`config.mk`:
```
export PLATFORM = sky130hd
export DESIGN_NAME = midi_lpf_top
export DESIGN_NICKNAME = d
export VERILOG_FILES = /design/src/hdl/lpf_pkg.sv /design/src/hdl/midi_cc_decode.sv /design/src/hdl/lpf_execute.sv /design/src/hdl/lpf_result.sv /design/src/hdl/midi_lpf_top.sv
export SDC_FILE = /design/constraint.sdc
export NUM_CORES = 1
export LEC_CHECK = 0
export ABC_AREA = 1
export BUFFER_PORTS_ARGS = -buffer_cell sky130_fd_sc_hd__buf_2
export CAP_MARGIN = 20
export CELL_PAD_IN_SITES_DETAIL_PLACEMENT = 0
export CELL_PAD_IN_SITES_GLOBAL_PLACEMENT = 2
export CORE_ASPECT_RATIO = 1.1
export CORE_MARGIN = 4
export CORE_UTILIZATION = 38
export CTS_CLUSTER_DIAMETER = 200
export CTS_CLUSTER_SIZE = 28
export DETAILED_ROUTE_END_ITERATION = 8
export HOLD_SLACK_MARGIN = 0.03
export PLACE_DENSITY_LB_ADDON = 0.3
export SYNTH_ARGS = -nofsm -noshare
export SYNTH_HDL_FRONTEND = slang
export SYNTH_SLANG_ARGS = --single-unit
```
`constraint.sdc`:
```
create_clock -name clk -period 11.27 [get_ports clk]
set_clock_uncertainty 0.2 [all_clocks]
set_input_delay 1.127 -clock clk [delete_from_list [all_inputs] [get_ports clk]]
set_output_delay 1.127 -clock clk [all_outputs]
set_load 0.02 [all_outputs]
```
`src/hdl/lpf_pkg.sv`:
```
// Shared types and width constants for the MIDI low-pass filter, used by scoped name
package lpf_pkg;

    // ----------------------------------------------------------------------
    // Arithmetic widths
    // ----------------------------------------------------------------------
    localparam int SAMPLE_W    = 18;
    // One MIDI data byte
    localparam int COEF_W      = 7;
    // Gain of 16 is unity
    localparam int GAIN_FRAC   = 4;
    // Alpha is a fraction of 128
    localparam int CUTOFF_FRAC = 7;

    // Audio sample
    typedef logic signed [SAMPLE_W-1:0] sample_t;

    // MIDI status nibbles
    typedef enum logic [3:0] {
        MIDI_NOTE_OFF   = 4'h8,
        MIDI_NOTE_ON    = 4'h9,
        MIDI_POLY_PRESS = 4'hA,
        MIDI_CC         = 4'hB,
        MIDI_PROGRAM    = 4'hC,
        MIDI_CHAN_PRESS = 4'hD,
        MIDI_PITCH_BEND = 4'hE,
        MIDI_SYSTEM     = 4'hF
    } midi_cmd_e;

    // One MIDI event as delivered with midi_rdy
    typedef struct packed {
        midi_cmd_e  cmd;
        logic [3:0] chan;
        // Controller number for CC
        logic [6:0] data0;
        // Controller value for CC
        logic [6:0] data1;
    } midi_msg_t;

    // Filter parameter set
    typedef struct packed {
        logic [COEF_W-1:0] alpha;
        logic [COEF_W-1:0] gain;
    } lpf_params_t;

    // Execute sequencer states
    typedef enum logic [1:0] {
        EX_IDLE,
        EX_STAGE1,
        EX_STAGE2,
        EX_DONE
    } exec_state_e;

    // Power-up parameter values, half cutoff and unity gain
    localparam logic [COEF_W-1:0] ALPHA_RESET = 7'd64;
    localparam logic [COEF_W-1:0] GAIN_RESET  = 7'd16;

endpackage

```
`src/hdl/midi_cc_decode.sv`:
```
// MIDI control-change decoder; holds the cutoff and gain parameters for the filter
module midi_cc_decode #(
    parameter logic [3:0] MIDI_CHANNEL = 4'd0,
    parameter logic [6:0] CUTOFF_CC    = 7'd74,
    parameter logic [6:0] GAIN_CC      = 7'd7
) (
    input  logic                clk,
    input  logic                reset,

    // MIDI event strobe, message valid while high
    input  logic                midi_rdy,
    input  lpf_pkg::midi_msg_t  midi_msg,

    // Current parameter set
    output lpf_pkg::lpf_params_t params
);

    // ----------------------------------------------------------------------
    // Event qualification
    // ----------------------------------------------------------------------
    logic cc_event;
    logic cutoff_hit;
    logic gain_hit;

    // Only CC on our channel counts
    assign cc_event = midi_rdy &&
                      (midi_msg.cmd == lpf_pkg::MIDI_CC) &&
                      (midi_msg.chan == MIDI_CHANNEL);

    // Controller select
    assign cutoff_hit = cc_event && (midi_msg.data0 == CUTOFF_CC);
    assign gain_hit   = cc_event && (midi_msg.data0 == GAIN_CC);

    // ----------------------------------------------------------------------
    // Parameter registers
    // ----------------------------------------------------------------------
    always_ff @(posedge clk or posedge reset) begin
        if (reset) begin
            params.alpha <= lpf_pkg::ALPHA_RESET;
            params.gain  <= lpf_pkg::GAIN_RESET;
        end
        else begin
            // Value comes from the second data byte
            if (cutoff_hit) begin
                params.alpha <= midi_msg.data1;
            end
            if (gain_hit) begin
                params.gain <= midi_msg.data1;
            end
        end
    end

endmodule

```
`src/hdl/lpf_execute.sv`:
```
// Two-stage one-pole IIR low-pass sequencer sharing a single multiplier across stages
module lpf_execute (
    input  logic                          clk,
    input  logic                          reset,

    // Sample input, strobe only honored when idle
    input  logic                          sample_in_rdy,
    input  lpf_pkg::sample_t              sample_in,

    // Live parameters from the decoder
    input  lpf_pkg::lpf_params_t          params,

    // Second-stage output and the gain captured with it
    output logic                          stage_rdy,
    output lpf_pkg::sample_t              stage_out,
    output logic [lpf_pkg::COEF_W-1:0]    gain
);

    // Difference needs one extra bit
    localparam int DIFF_W = lpf_pkg::SAMPLE_W + 1;
    // Difference times alpha with a zero sign bit
    localparam int PROD_W = DIFF_W + lpf_pkg::COEF_W + 1;

    // ----------------------------------------------------------------------
    // Sequencer
    // ----------------------------------------------------------------------
    lpf_pkg::exec_state_e state;
    lpf_pkg::exec_state_e next_state;

    logic accept;

    assign accept = (state == lpf_pkg::EX_IDLE) && sample_in_rdy;

    always_ff @(posedge clk or posedge reset) begin
        if (reset) begin
            state <= lpf_pkg::EX_IDLE;
        end
        else begin
            state <= next_state;
        end
    end

    always_comb begin
        next_state = state;
        case (state)
            lpf_pkg::EX_IDLE:   if (sample_in_rdy) next_state = lpf_pkg::EX_STAGE1;
            lpf_pkg::EX_STAGE1: next_state = lpf_pkg::EX_STAGE2;
            lpf_pkg::EX_STAGE2: next_state = lpf_pkg::EX_DONE;
            lpf_pkg::EX_DONE:   next_state = lpf_pkg::EX_IDLE;
            default:            next_state = lpf_pkg::EX_IDLE;
        endcase
    end

    // ----------------------------------------------------------------------
    // Per-sample capture
    // ----------------------------------------------------------------------
    lpf_pkg::sample_t           x_q;
    logic [lpf_pkg::COEF_W-1:0] alpha_q;
    logic [lpf_pkg::COEF_W-1:0] gain_q;

    // Parameters frozen for the whole sample
    always_ff @(posedge clk) begin
        if (accept) begin
            x_q     <= sample_in;
            alpha_q <= params.alpha;
            gain_q  <= params.gain;
        end
    end

    // ----------------------------------------------------------------------
    // Shared multiplier datapath
    // ----------------------------------------------------------------------
    lpf_pkg::sample_t          y1;
    lpf_pkg::sample_t          y2;
    lpf_pkg::sample_t          in_sel;
    lpf_pkg::sample_t          y_sel;
    logic signed [DIFF_W-1:0]  diff;
    logic signed [lpf_pkg::COEF_W:0] alpha_s;
    logic signed [PROD_W-1:0]  product;
    logic signed [PROD_W-1:0]  step;
    logic signed [DIFF_W-1:0]  y_next;

    // Stage 1 filters x into y1, stage 2 filters y1 into y2
    always_comb begin
        if (state == lpf_pkg::EX_STAGE2) begin
            in_sel = y1;
            y_sel  = y2;
        end
        else begin
            in_sel = x_q;
            y_sel  = y1;
        end
    end

    assign diff    = DIFF_W'(in_sel) - DIFF_W'(y_sel);
    assign alpha_s = $signed({1'b0, alpha_q});
    assign product = diff * alpha_s;
    // Floor division by 128
    assign step    = product >>> lpf_pkg::CUTOFF_FRAC;
    // Fits in 18 bits since alpha stays below one
    assign y_next  = DIFF_W'(y_sel) + step[DIFF_W-1:0];

    // Filter state
    always_ff @(posedge clk or posedge reset) begin
        if (reset) begin
            y1 <= '0;
            y2 <= '0;
        end
        else if (state == lpf_pkg::EX_STAGE1) begin
            y1 <= y_next[lpf_pkg::SAMPLE_W-1:0];
        end
        else if (state == lpf_pkg::EX_STAGE2) begin
            y2 <= y_next[lpf_pkg::SAMPLE_W-1:0];
        end
    end

    // Result handoff, valid in EX_DONE only
    assign stage_rdy = (state == lpf_pkg::EX_DONE);
    assign stage_out = y2;
    assign gain      = gain_q;

endmodule

```
`src/hdl/lpf_result.sv`:
```
// Output stage applying gain with 18-bit saturation and an overflow flag
module lpf_result (
    input  logic                       clk,
    input  logic                       reset,

    // Filtered sample from execute
    input  logic                       stage_rdy,
    input  lpf_pkg::sample_t           stage_out,
    input  logic [lpf_pkg::COEF_W-1:0] gain,

    // Registered output
    output logic                       sample_out_rdy,
    output lpf_pkg::sample_t           sample_out,
    output logic                       err_overflow
);

    localparam int PROD_W = lpf_pkg::SAMPLE_W + lpf_pkg::COEF_W + 1;

    // ----------------------------------------------------------------------
    // Gain and saturation
    // ----------------------------------------------------------------------
    logic signed [PROD_W-1:0]   product;
    logic signed [PROD_W-1:0]   scaled;
    logic [PROD_W-lpf_pkg::SAMPLE_W:0] upper;
    logic                       ovf;
    lpf_pkg::sample_t           sat;

    assign product = stage_out * $signed({1'b0, gain});
    // Drop the gain fraction, floor
    assign scaled  = product >>> lpf_pkg::GAIN_FRAC;

    // Upper bits must all match the sign, else out of range
    assign upper = scaled[PROD_W-1:lpf_pkg::SAMPLE_W-1];
    assign ovf   = (&upper) ^ (|upper);

    // Clamp toward the sign of the product
    assign sat = !ovf                ? scaled[lpf_pkg::SAMPLE_W-1:0] :
                 scaled[PROD_W-1]    ? {1'b1, {(lpf_pkg::SAMPLE_W-1){1'b0}}} :
                                       {1'b0, {(lpf_pkg::SAMPLE_W-1){1'b1}}};

    // Output register
    always_ff @(posedge clk or posedge reset) begin
        if (reset) begin
            sample_out_rdy <= 1'b0;
            err_overflow   <= 1'b0;
            sample_out     <= '0;
        end
        else begin
            sample_out_rdy <= stage_rdy;
            err_overflow   <= stage_rdy && ovf;
            if (stage_rdy) begin
                sample_out <= sat;
            end
        end
    end

endmodule

```
`src/hdl/midi_lpf_top.sv`:
```
// Top level of the MIDI-controlled low-pass filter; connects decode, execute and result
module midi_lpf_top #(
    parameter logic [3:0] MIDI_CHANNEL = 4'd0,
    parameter logic [6:0] CUTOFF_CC    = 7'd74,
    parameter logic [6:0] GAIN_CC      = 7'd7
) (
    input  logic               clk,
    input  logic               reset,

    // MIDI event input
    input  logic               midi_rdy,
    input  lpf_pkg::midi_msg_t midi_msg,

    // Sample stream
    input  logic               sample_in_rdy,
    input  lpf_pkg::sample_t   sample_in,
    output logic               sample_out_rdy,
    output lpf_pkg::sample_t   sample_out,
    output logic               err_overflow
);

    // ----------------------------------------------------------------------
    // Internal wiring
    // ----------------------------------------------------------------------
    lpf_pkg::lpf_params_t       params;
    logic                       stage_rdy;
    lpf_pkg::sample_t           stage_out;
    logic [lpf_pkg::COEF_W-1:0] gain;

    // CC decode, one cycle latency
    midi_cc_decode #(
        .MIDI_CHANNEL (MIDI_CHANNEL),
        .CUTOFF_CC    (CUTOFF_CC),
        .GAIN_CC      (GAIN_CC)
    ) decode0 (
        .clk      (clk),
        .reset    (reset),
        .midi_rdy (midi_rdy),
        .midi_msg (midi_msg),
        .params   (params)
    );

    // Two IIR stages, three cycles per sample
    lpf_execute execute0 (
        .clk           (clk),
        .reset         (reset),
        .sample_in_rdy (sample_in_rdy),
        .sample_in     (sample_in),
        .params        (params),
        .stage_rdy     (stage_rdy),
        .stage_out     (stage_out),
        .gain          (gain)
    );

    // Gain, clamp and output register
    lpf_result result0 (
        .clk            (clk),
        .reset          (reset),
        .stage_rdy      (stage_rdy),
        .stage_out      (stage_out),
        .gain           (gain),
        .sample_out_rdy (sample_out_rdy),
        .sample_out     (sample_out),
        .err_overflow   (err_overflow)
    );

endmodule

```
Word-level counts from Yosys, hierarchy flattened
Cells that the tools add are included.

storage, ports and cells
  register bits = 104
  bits of input ports = 44
  word-level logic and storage cells = 41

operators by class
  add/subtract/negate cells = 2
  $mul = 2
  eq/ne operators = 7
  mux-type cells = 6
  bitwise logic cells = 2
  reductions and logical operators = 11

operators with widths
  kind                                                                   count
  18-bit 2-to-1 mux                                                      4
  18-bit by 8-bit multiplier with 26-bit output                          1
  19-bit by 8-bit multiplier with 25-bit output                          1
  18-bit by 18-bit subtractor with 19-bit output                         1
  18-bit adder                                                           1
  2-bit case mux with 4 select lines                                     1
  7-bit by 3-bit equality test with 1-bit output, second input constant  1
  7-bit equality test, second input constant                             1
  1-bit logical AND                                                      6
  5-bit AND reduction                                                    1
  5-bit OR reduction                                                     1
  2-bit equality test, second input constant                             2
  4-bit equality test, second input constant                             1
  4-bit logical NOT                                                      1
  2-bit by 1-bit equality test with 1-bit output, second input constant  1
  2-bit logical NOT                                                      1
  2-bit 2-to-1 mux                                                       1
  2-bit != test, second input constant                                   1
  2-bit AND reduction                                                    1
  1-bit inverter                                                         1
  1-bit XOR                                                              1

Longest topological paths before layout
Gate-level depths: netlist of the first run.

  depth in word-level cells = 5
  mapped depth = 49
  depth with buffers taken out = 47

By module
From an unflattened synthesis of the first run, not the netlist that was laid out.

unflattened totals
  cell total of the unflattened synthesis = 2296
  area total of the unflattened synthesis = 16644.7 um^2

by module, submodules not included
  module          times used  cells each  area each (um^2)  seq. area each (um^2)
  lpf_execute     1           1331        9895.7            1911.8
  lpf_result      1           888         6079.6            500.5
  midi_cc_decode  1           77          669.4             352.8

Worst setup path after synthesis of the first run
OpenSTA, ideal clock, no wires.

  path type = reg-to-reg
  from = register execute0.state[0]
  to = register execute0.y2[16] (netlist: execute0.stage_out[16])
  setup time = 118 ps
  arrival = 7942 ps
  slack = 3010 ps
  cell stages (with the launch flop) = 44
  period minus slack after synthesis = 8260 ps
  cell sequence = dfrtp_1 -> inv_1 -> ha_1 -> buf_6 -> clkbuf_1 -> clkbuf_1 -> o21ai_0 -> ha_1 -> fa_1 -> inv_1 -> nand4_1 -> nand3_1 -> nand2_1 -> o21ai_0 -> xor2_1 -> nand2_1 -> fa_1 -> inv_1 -> [... 8 more ...] -> nand2_1 -> nand2_1 -> a21oi_1 -> nand2_1 -> nand4_1 -> nand2_1 -> a21oi_1 -> o21bai_1 -> a21oi_1 -> xor2_1 -> inv_1 -> ha_1 -> inv_1 -> o21bai_1 -> a221oi_1 -> nand3_1 -> nand3_1 -> nand2_1

on the way
  cells in the longest elaborated chain, start to end = 5
  elaborated cells on any way between the ends = 9
  classes of those cells = add/sub: 2; mul: 1; eq/ne: 2; mux: 2; bitwise: 1; reduce/logical: 1

RTL lines
  item                                            RTL line                               source
  start: declaration                              lpf_execute.sv:27                      lpf_pkg::exec_state_e state;
  start signal: assignment                        lpf_execute.sv:36                      state <= lpf_pkg::EX_IDLE;
  start signal: assignment                        lpf_execute.sv:39                      state <= next_state;
  2-bit equality test                             lpf_execute.sv:85, lpf_execute.sv:112
  18-bit 2-to-1 mux                               lpf_execute.sv:85                      if (state == lpf_pkg::EX_STAGE2) begin
  18-bit by 18-bit subtractor with 19-bit output  lpf_execute.sv:95                      assign diff = DIFF_W'(in_sel) - DIFF_W'(y_sel);
  19-bit by 8-bit multiplier with 25-bit output   lpf_execute.sv:97                      assign product = diff * alpha_s;
  18-bit adder                                    lpf_execute.sv:101                     assign y_next = DIFF_W'(y_sel) + step[DIFF_W-1:0];
  end signal: assignment                          lpf_execute.sv:113                     y2 <= y_next[lpf_pkg::SAMPLE_W-1:0];
  end: declaration                                lpf_execute.sv:74                      lpf_pkg::sample_t y2;

Parallel ways exist; a longest one is shown, timed or not.
A chain may end at the register's enable or synchronous reset.

Worst setup path after layout of the first run
  from = register execute0.state[0]
  to = register execute0.y1[16]

on the way
  cells in the longest elaborated chain, start to end = 5
  elaborated cells on any way between the ends = 7
  classes of those cells = add/sub: 2; mul: 1; eq/ne: 2; mux: 2

RTL lines
  item                                            RTL line            source
  2-bit equality test                             lpf_execute.sv:85
  18-bit 2-to-1 mux                               lpf_execute.sv:85
  18-bit by 18-bit subtractor with 19-bit output  lpf_execute.sv:95
  19-bit by 8-bit multiplier with 25-bit output   lpf_execute.sv:97
  18-bit adder                                    lpf_execute.sv:101
  end signal: assignment                          lpf_execute.sv:110  y1 <= y_next[lpf_pkg::SAMPLE_W-1:0];
  end: declaration                                lpf_execute.sv:73   lpf_pkg::sample_t y1;

Parallel ways exist; a longest one is shown, timed or not.

==> results of run 1 <==
[sequential cells by signal, summed over array words and instances (netlist names)]
name	cells
execute0.gain	7
decode0.params	14
execute0.stage_out	18
execute0.y1	18
execute0.state	2
result0.err_overflow	1
execute0.alpha_q	7
result0.sample_out	18
result0.sample_out_rdy	1
execute0.x_q	18
[Yosys cell counts, drive strengths merged (20+ instances only)]
cell,n
xnor2,20
ha,133
xor2,47
o21ai,98
inv,509
clkbuf,47
nand3,62
nand2,484
a21oi,90
nor2,153
dfrtp,70
edfxtp,32
fa,193
[cell families after synthesis]
group           after synthesis  synth area share
buf+inv                     573            0.1420
compound gates              220           0.08046
xor+xnor                     67           0.03942
flops                       104            0.1789
simple gates                759            0.2010
mux                           1         0.0006476
fa+ha+maj                   326            0.3576
[stage by stage]
| step | utilization | hold WS (ps) | instances | area (um2) | setup WS [ps] |
|---|---|---|---|---|---|
| 2_1_floorplan | - | 225.3 | 2050 | 15460 | 3010 |
| 3_3_place_gp | 0.4028 | 233.2 | 2571 | 16180 | 2031 |
| 3_5_place_dp | 0.4028 | 232.1 | 2571 | 16180 | 1881 |
| 4_1_cts | 0.4108 | 254.8 | 2587 | 16500 | 1855 |
| 5_1_grt | 0.4108 | 274.2 | 2587 | 16500 | 1022 |
| 6_report | 0.4108 | 255.9 | 2587 | 16500 | 1837 |
[per-layer routing]
layer | global-route usage | up-vias | part of all wire
met5 | 0 | - | 0
met4 | 0.05209 | 0 | 0.025
met3 | 0.01545 | 38 | 0.017
met2 | 0.3349 | 128 | 0.51
met1 | 0.2266 | 5828 | 0.45
li1 | - | 6193 | -
[final timing paths]
check	start	depth (start not counted)	slack (ps)	endpoint
max in group asynchronous	reset	3	9390	execute0.stage_out[2]
worst max register to register	execute0.state[0]	45	1840	execute0.y1[16]
worst max-delay path	execute0.state[0]	45	1840	execute0.y1[16]
worst min-delay path	decode0.params[5]	0	260	execute0.gain[5]
min in group asynchronous	reset	3	850	decode0.params[0]
worst min register to register	decode0.params[5]	0	260	execute0.gain[5]
[critical path: cells and delay by family (launching register included)]
family / cells / cell delay, ps
fa+ha+maj: 8 / 3220
compound gates: 11 / 1960
simple gates: 15 / 1530
buf+inv: 9 / 1480
xor+xnor: 2 / 540
flops: 1 / 410
[layout make-up]
| class | count | area, um2 | share of cell area |
|---|---|---|---|
| Clock inverter | 7 | 93.84 | 0.005687 |
| Sequential cell | 104 | 2765 | 0.1676 |
| Inverter | 514 | 1931 | 0.1170 |
| Multi-Input combinational cell | 1373 | 10500 | 0.6363 |
| Timing Repair Buffer | 67 | 345.3 | 0.02093 |
| Tap cell | 513 | 641.9 | 0.03890 |
| Clock buffer | 9 | 225.2 | 0.01365 |
==> results.ini, run 1 <==
[worst_setup_path]
timing_worst_setup_path_type = register to register
slowest_stage = sky130_fd_sc_hd__fa_1
cpMostUsedCell = sky130_fd_sc_hd__nand2_1
critical_path_peak_fanout = 61
worst_ep_arrival_time_ps = 9500
setup.worst_path.start_class = register
endpoint_class_of_the_critical_path = register
critical_path_required_ps = 11340
critical_path_s_largest_stage_delay_ps = 560

[routing]
wire_per_inst_um = 14.99
final_antenna_net_count = 0
post_drt_via_cell_ratio = 4.711
initialDrtViolationCount = 496
finalWirelength_mm = 38.78
drc_errors = 0
vias = 12190
drt_first_pass_iters = 7

[run_status]
run_status = finished, final reports clean

[yosys]
yosysSeqAreaShare = 0.1789
synth_fp_nets = 2420
post_synth_num_cell_types = 50
syn_area_mm2 = 0.01546
ys_dominant_reg_cell = sky130_fd_sc_hd__dfrtp_1
synth.top_cell.area_share = 0.2500
postSynthRegisterBits = 104
synth_edf_count = 32
yosys.area.top_type = sky130_fd_sc_hd__fa_1
synth_async_sr_flop_share = 0.6923
ys.warnings.count = 0
syn_area_per_cell_um2 = 7.540
synth_area_leaders = sky130_fd_sc_hd__fa_1 (25%), sky130_fd_sc_hd__inv_1 (12%), sky130_fd_sc_hd__nand2_1 (12%)
syn-instance-count = 2050

[place]
placement.io_buffers = 63
post-dp-hpwl_mm = 32.52
routabilityCongestion = 0.8574

[timing]
unrepaired_setup_endpoints_after_global_routing = false
hold_violations = 0
clock.fmax_mhz = 106.0
period_share = 0.8370
worstMarginPinSlew_ps = 978.9
fin_crit_ps = 9433
finalMaxSlewViolations = 0
finalSetupTns_ps = 0
worst_slew_margin_rel = 0.3474
finalSetupViolCount = 0

[cells_and_area]
layout.cells.most_common = sky130_fd_sc_hd__inv_1
final_net_count = 2439
commonest_cells_after_routing_fill_and_taps_aside = sky130_fd_sc_hd__inv_1 (500), sky130_fd_sc_hd__nand2_1 (477), sky130_fd_sc_hd__fa_1 (193), sky130_fd_sc_hd__nor2_1 (148), sky130_fd_sc_hd__ha_1 (132)
area_growth_pct = 6.759
ratio_of_cells_with_drive_above_1_in_the_final_layout = 0.06461
final.fill_count = 4220
antennaDiodeCount = 0

[global_route]
grt-ovfl-total = 0
grt_util_all_layers = 0.1806
maximum_number_of_pins_on_one_net_before_global_route_repair = 73
grt_first_pass_wirelength_mm = 64.38
first_global_vias = 12850
antenna_found_initial = 0

[cts]
cts-buffers-inserted = 9
cts_repair_resize_count = 0
clock_tree.root_cell = sky130_fd_sc_hd__clkbuf_16
maximum_root_to_sink_buffer_count = 2
clk_transition_reported_paths_ps = 90
clkLatencyLatePin_ps = 380
cts-htree-levels = 3
postcts_setup_bufs = 0
clock_sink_count = 104
cts_tree = yes
post_cts_hold_buffer_count = 0

[die]
die_h_um = 219.5
design.die.area_mm2 = 0.04397
top_level_ports = 64
rows = 77
design.core.area_mm2 = 0.04017
chip_width_um = 200.3
start_util = 0.3848

[worst_hold_path]
min-delay-path-class = register to register

[flow_run]
max_cap_viol_count = 0

Power of run 1 is left out: the tool's default activity adds up to more than one toggle a clock period on the data nets, which glitch-free logic cannot reach.
==> run 2: changes to the inputs <==
--- a/config.mk
+++ b/config.mk
@@ -5,14 +5,14 @@
 export SDC_FILE = /design/constraint.sdc
 export NUM_CORES = 1
 export LEC_CHECK = 0
-export ABC_AREA = 1
+export ABC_AREA = 0
 export BUFFER_PORTS_ARGS = -buffer_cell sky130_fd_sc_hd__buf_2
 export CAP_MARGIN = 20
 export CELL_PAD_IN_SITES_DETAIL_PLACEMENT = 0
 export CELL_PAD_IN_SITES_GLOBAL_PLACEMENT = 2
 export CORE_ASPECT_RATIO = 1.1
 export CORE_MARGIN = 4
-export CORE_UTILIZATION = 38
+export CORE_UTILIZATION = 41
 export CTS_CLUSTER_DIAMETER = 200
 export CTS_CLUSTER_SIZE = 28
 export DETAILED_ROUTE_END_ITERATION = 8
==> constraint.sdc (replaced) <==
create_clock -name clk -period 9.6 [get_ports clk]
set_clock_uncertainty 0.2 [all_clocks]
set_input_delay 0.96 -clock clk [delete_from_list [all_inputs] [get_ports clk]]
set_output_delay 0.96 -clock clk [all_outputs]
set_load 0.02 [all_outputs]
==> results.ini, run 2 <==
[cts]
cts-htree-levels = 3  ; unchanged
clkLatencyLatePin_ps = 380  ; about the same
post_cts_hold_buffer_count = 0  ; unchanged
clk_transition_reported_paths_ps = 90  ; about the same
clock_tree.root_cell = sky130_fd_sc_hd__clkbuf_16
maximum_root_to_sink_buffer_count = 2  ; unchanged
clock_sink_count = 104  ; unchanged
cts-buffers-inserted = 9  ; unchanged
cts_tree = yes

[cells_and_area]
area_growth_pct = 9.658
final.fill_count = 3672  ; -13%
multi_input_comb_area_mm2 = 0.01130  ; +7.6%
utilization = 0.4546  ; +0.04382
antennaDiodeCount = 0  ; unchanged
commonest_cells_after_routing_fill_and_taps_aside = sky130_fd_sc_hd__inv_1 (308), sky130_fd_sc_hd__fa_1 (192), sky130_fd_sc_hd__and2_1 (173), sky130_fd_sc_hd__ha_1 (131), sky130_fd_sc_hd__nand2_1 (128)
final_net_count = 2092  ; -14%
ratio_of_cells_with_drive_above_1_in_the_final_layout = 0.1303  ; +0.06567
layout.cells.most_common = sky130_fd_sc_hd__inv_1
final-seq-area_mm2 = 0.002765  ; unchanged

[worst_setup_path]
slowest_stage = sky130_fd_sc_hd__fa_1
worst_ep_arrival_time_ps = 9350  ; -150 ps
critical_path.reg2reg.endpoint = execute0.y1[16]
timing_worst_setup_path_type = register to register
critical_path_s_largest_stage_delay_ps = 500  ; -60 ps
setup.worst_path.start_class = register
endpoint_class_of_the_critical_path = register
critical_path_peak_fanout = 6  ; -90%
critical_path_required_ps = 9720  ; -1620 ps
slack_of_the_worst_reg_to_reg_path_ps = 380  ; -1460 ps
regToRegStartpoint = execute0.state[0]
cpMostUsedCell = sky130_fd_sc_hd__a21o_1
reg2reg_depth = 38  ; -16%

[yosys]
ys.warnings.count = 0  ; unchanged
yosysSeqAreaShare = 0.1797  ; +0.0007708
ys_top_cells_by_count = sky130_fd_sc_hd__inv_1 (310), sky130_fd_sc_hd__fa_1 (193), sky130_fd_sc_hd__and2_1 (174)
synth_async_sr_flop_share = 0.6923  ; unchanged
postSynthRegisterBits = 104  ; unchanged
synth_fp_nets = 2021  ; -16%
syn_area_mm2 = 0.01539  ; -0.43%
syn_area_per_cell_um2 = 9.322  ; +24%
yosys.cell_count.top_type = sky130_fd_sc_hd__inv_1
yosys.area.top_type = sky130_fd_sc_hd__fa_1
post_synth_num_cell_types = 86  ; +72%
syn-instance-count = 1651  ; -19%
ys_dominant_reg_cell = sky130_fd_sc_hd__dfrtp_1
synth.top_cell.area_share = 0.2510  ; +0.001077
synth_area_leaders = sky130_fd_sc_hd__fa_1 (25%), sky130_fd_sc_hd__dfrtp_1 (11%), sky130_fd_sc_hd__ha_1 (11%)
synth_edf_count = 32  ; unchanged

[place]
routabilityCongestion = 0.8135  ; -5.1%
post-dp-hpwl_mm = 27.76  ; -15%
placement.io_buffers = 63  ; unchanged

[timing]
finalSetupViolCount = 0  ; unchanged
worstMarginPinSlew_ps = 994.0  ; +15.09 ps
finalMaxSlewViolations = 0  ; unchanged
hold_violations = 0  ; unchanged
period_share = 0.9607  ; +0.1238
fin_crit_ps = 9223  ; -209.6 ps
clock.fmax_mhz = 108.4  ; +2.3%
worst_slew_margin_rel = 0.3374  ; -0.01006

[die]
design.die.area_mm2 = 0.04071  ; -7.4%
start_util = 0.4145  ; +0.02979
chip_width_um = 192.7  ; -3.8%
design.core.area_mm2 = 0.03713  ; -7.6%
rows = 74  ; -3.9%
die_h_um = 211.2  ; -3.8%
top_level_ports = 64  ; unchanged

[global_route]
maximum_number_of_pins_on_one_net_before_global_route_repair = 73  ; unchanged
antenna_found_initial = 0  ; unchanged
grt_util_all_layers = 0.1767  ; -0.003913
grt-ovfl-total = 0  ; unchanged
grt_first_pass_wirelength_mm = 58.60  ; -9.0%
first_global_vias = 11710  ; -8.9%

[routing]
post_drt_via_cell_ratio = 4.893  ; +3.9%
final_antenna_net_count = 0  ; unchanged
wire_per_inst_um = 15.38  ; +2.6%
drc_errors = 0  ; unchanged
initialDrtViolationCount = 419  ; -16%
drt_first_pass_iters = 6  ; -1
vias = 10870  ; -11%
finalWirelength_mm = 34.16  ; -12%

[run_status]
run_status = finished, final reports clean

[worst_hold_path]
min_from = decode0.params[5]
min-delay-path-class = register to register
worst_hold_path.endpoint = execute0.gain[5]
min_delay_path_depth = 0  ; unchanged

[flow_run]
max_cap_viol_count = 0  ; unchanged

==> run 2: changes by cell type after synthesis, sizes merged, moves of 21 or more <==
| cell | previous run | this run |
|---|---|---|
| a21oi | 90 | 56 |
| and2 | 4 | 176 |
| inv | 509 | 310 |
| mux2 | 0 | 54 |
| mux2i | 1 | 22 |
| nand2 | 484 | 128 |
| nand3 | 62 | 16 |
| nor2 | 153 | 64 |
| nor2b | 0 | 30 |
| o21ai | 98 | 31 |
| xnor2 | 20 | 56 |
| xor2 | 47 | 21 |
==> run 2: how the worst max path moves through the flow <==
stage                       from                      to  slack (ps)  depth (start not counted)
4_1_cts        execute0.state[0]  execute0.stage_out[16]          60                         39
3_5_place_dp   execute0.state[0]  execute0.stage_out[16]         -50                         39
5_1_grt        execute0.state[0]  execute0.stage_out[16]        -110                         39
2_1_floorplan  execute0.state[0]  execute0.stage_out[16]          80                         42
6_report       execute0.state[0]         execute0.y1[16]         380                         38
3_3_place_gp   execute0.state[0]  execute0.stage_out[16]         140                         39
==> run 2: cell type report <==
class | count | area share
Multi-Input combinational cell | 1185 | 0.6694
Clock buffer | 9 | 0.01334
Timing Repair Buffer | 111 | 0.04203
Sequential cell | 104 | 0.1638
Tap cell | 494 | 0.03662
Clock inverter | 7 | 0.005560
Inverter | 311 | 0.06924
==> run 2: cells by family after synthesis <==
kind of cell,after synthesis,synth area share
and+or+nand+nor,476,0.1639
buffers and inverters,362,0.09202
adders and majority gates,327,0.3598
AOI/OAI and AO/OA,229,0.1060
DFF,104,0.1797
xor gates and xnor gates,77,0.04479
muxes,76,0.05382
==> run 2: critical path: cells and delay by family, from the launching register on <==
family,cells,cell delay [ps]
mux,2,530
flops,1,410
simple gates,7,1090
buf+inv,6,600
xor+xnor,2,330
fa+ha+maj,9,3380
compound gates,12,2610
==> run 2: through the flow <==
stage                     cells  setup TNS [ps]  hold WS, ps  setup slack [ps]  instance area [um2]
after floorplan            1651               0        219.4             76.55                15390
after global placement     2197               0        222.6             140.7                16390
after detailed placement   2197          -104.0        235.2            -47.52                16390
after CTS                  2213               0        252.6             58.61                16720
after global routing       2221          -520.8        265.2            -105.7                16880
final                      2221               0        253.4             376.8                16880
==> run 2: per-layer routing <==
layer,vias up,share of wire,track usage
met2,87,0.49,0.3008
li1,5441,-,-
met1,5321,0.49,0.2481
met5,-,0,0
met4,0,0.011,0.03492
met3,18,0.015,0.01554
==> run 2: timing repair <==
item / in CTS / in global routing
setup buffers: 0 / 7
resized for setup: 3 / 21
setup endpoints to repair: 7 / 18
pin swaps: 0 / 7
gates cloned: 0 / 1
Power of run 2 is left out for the same reason.
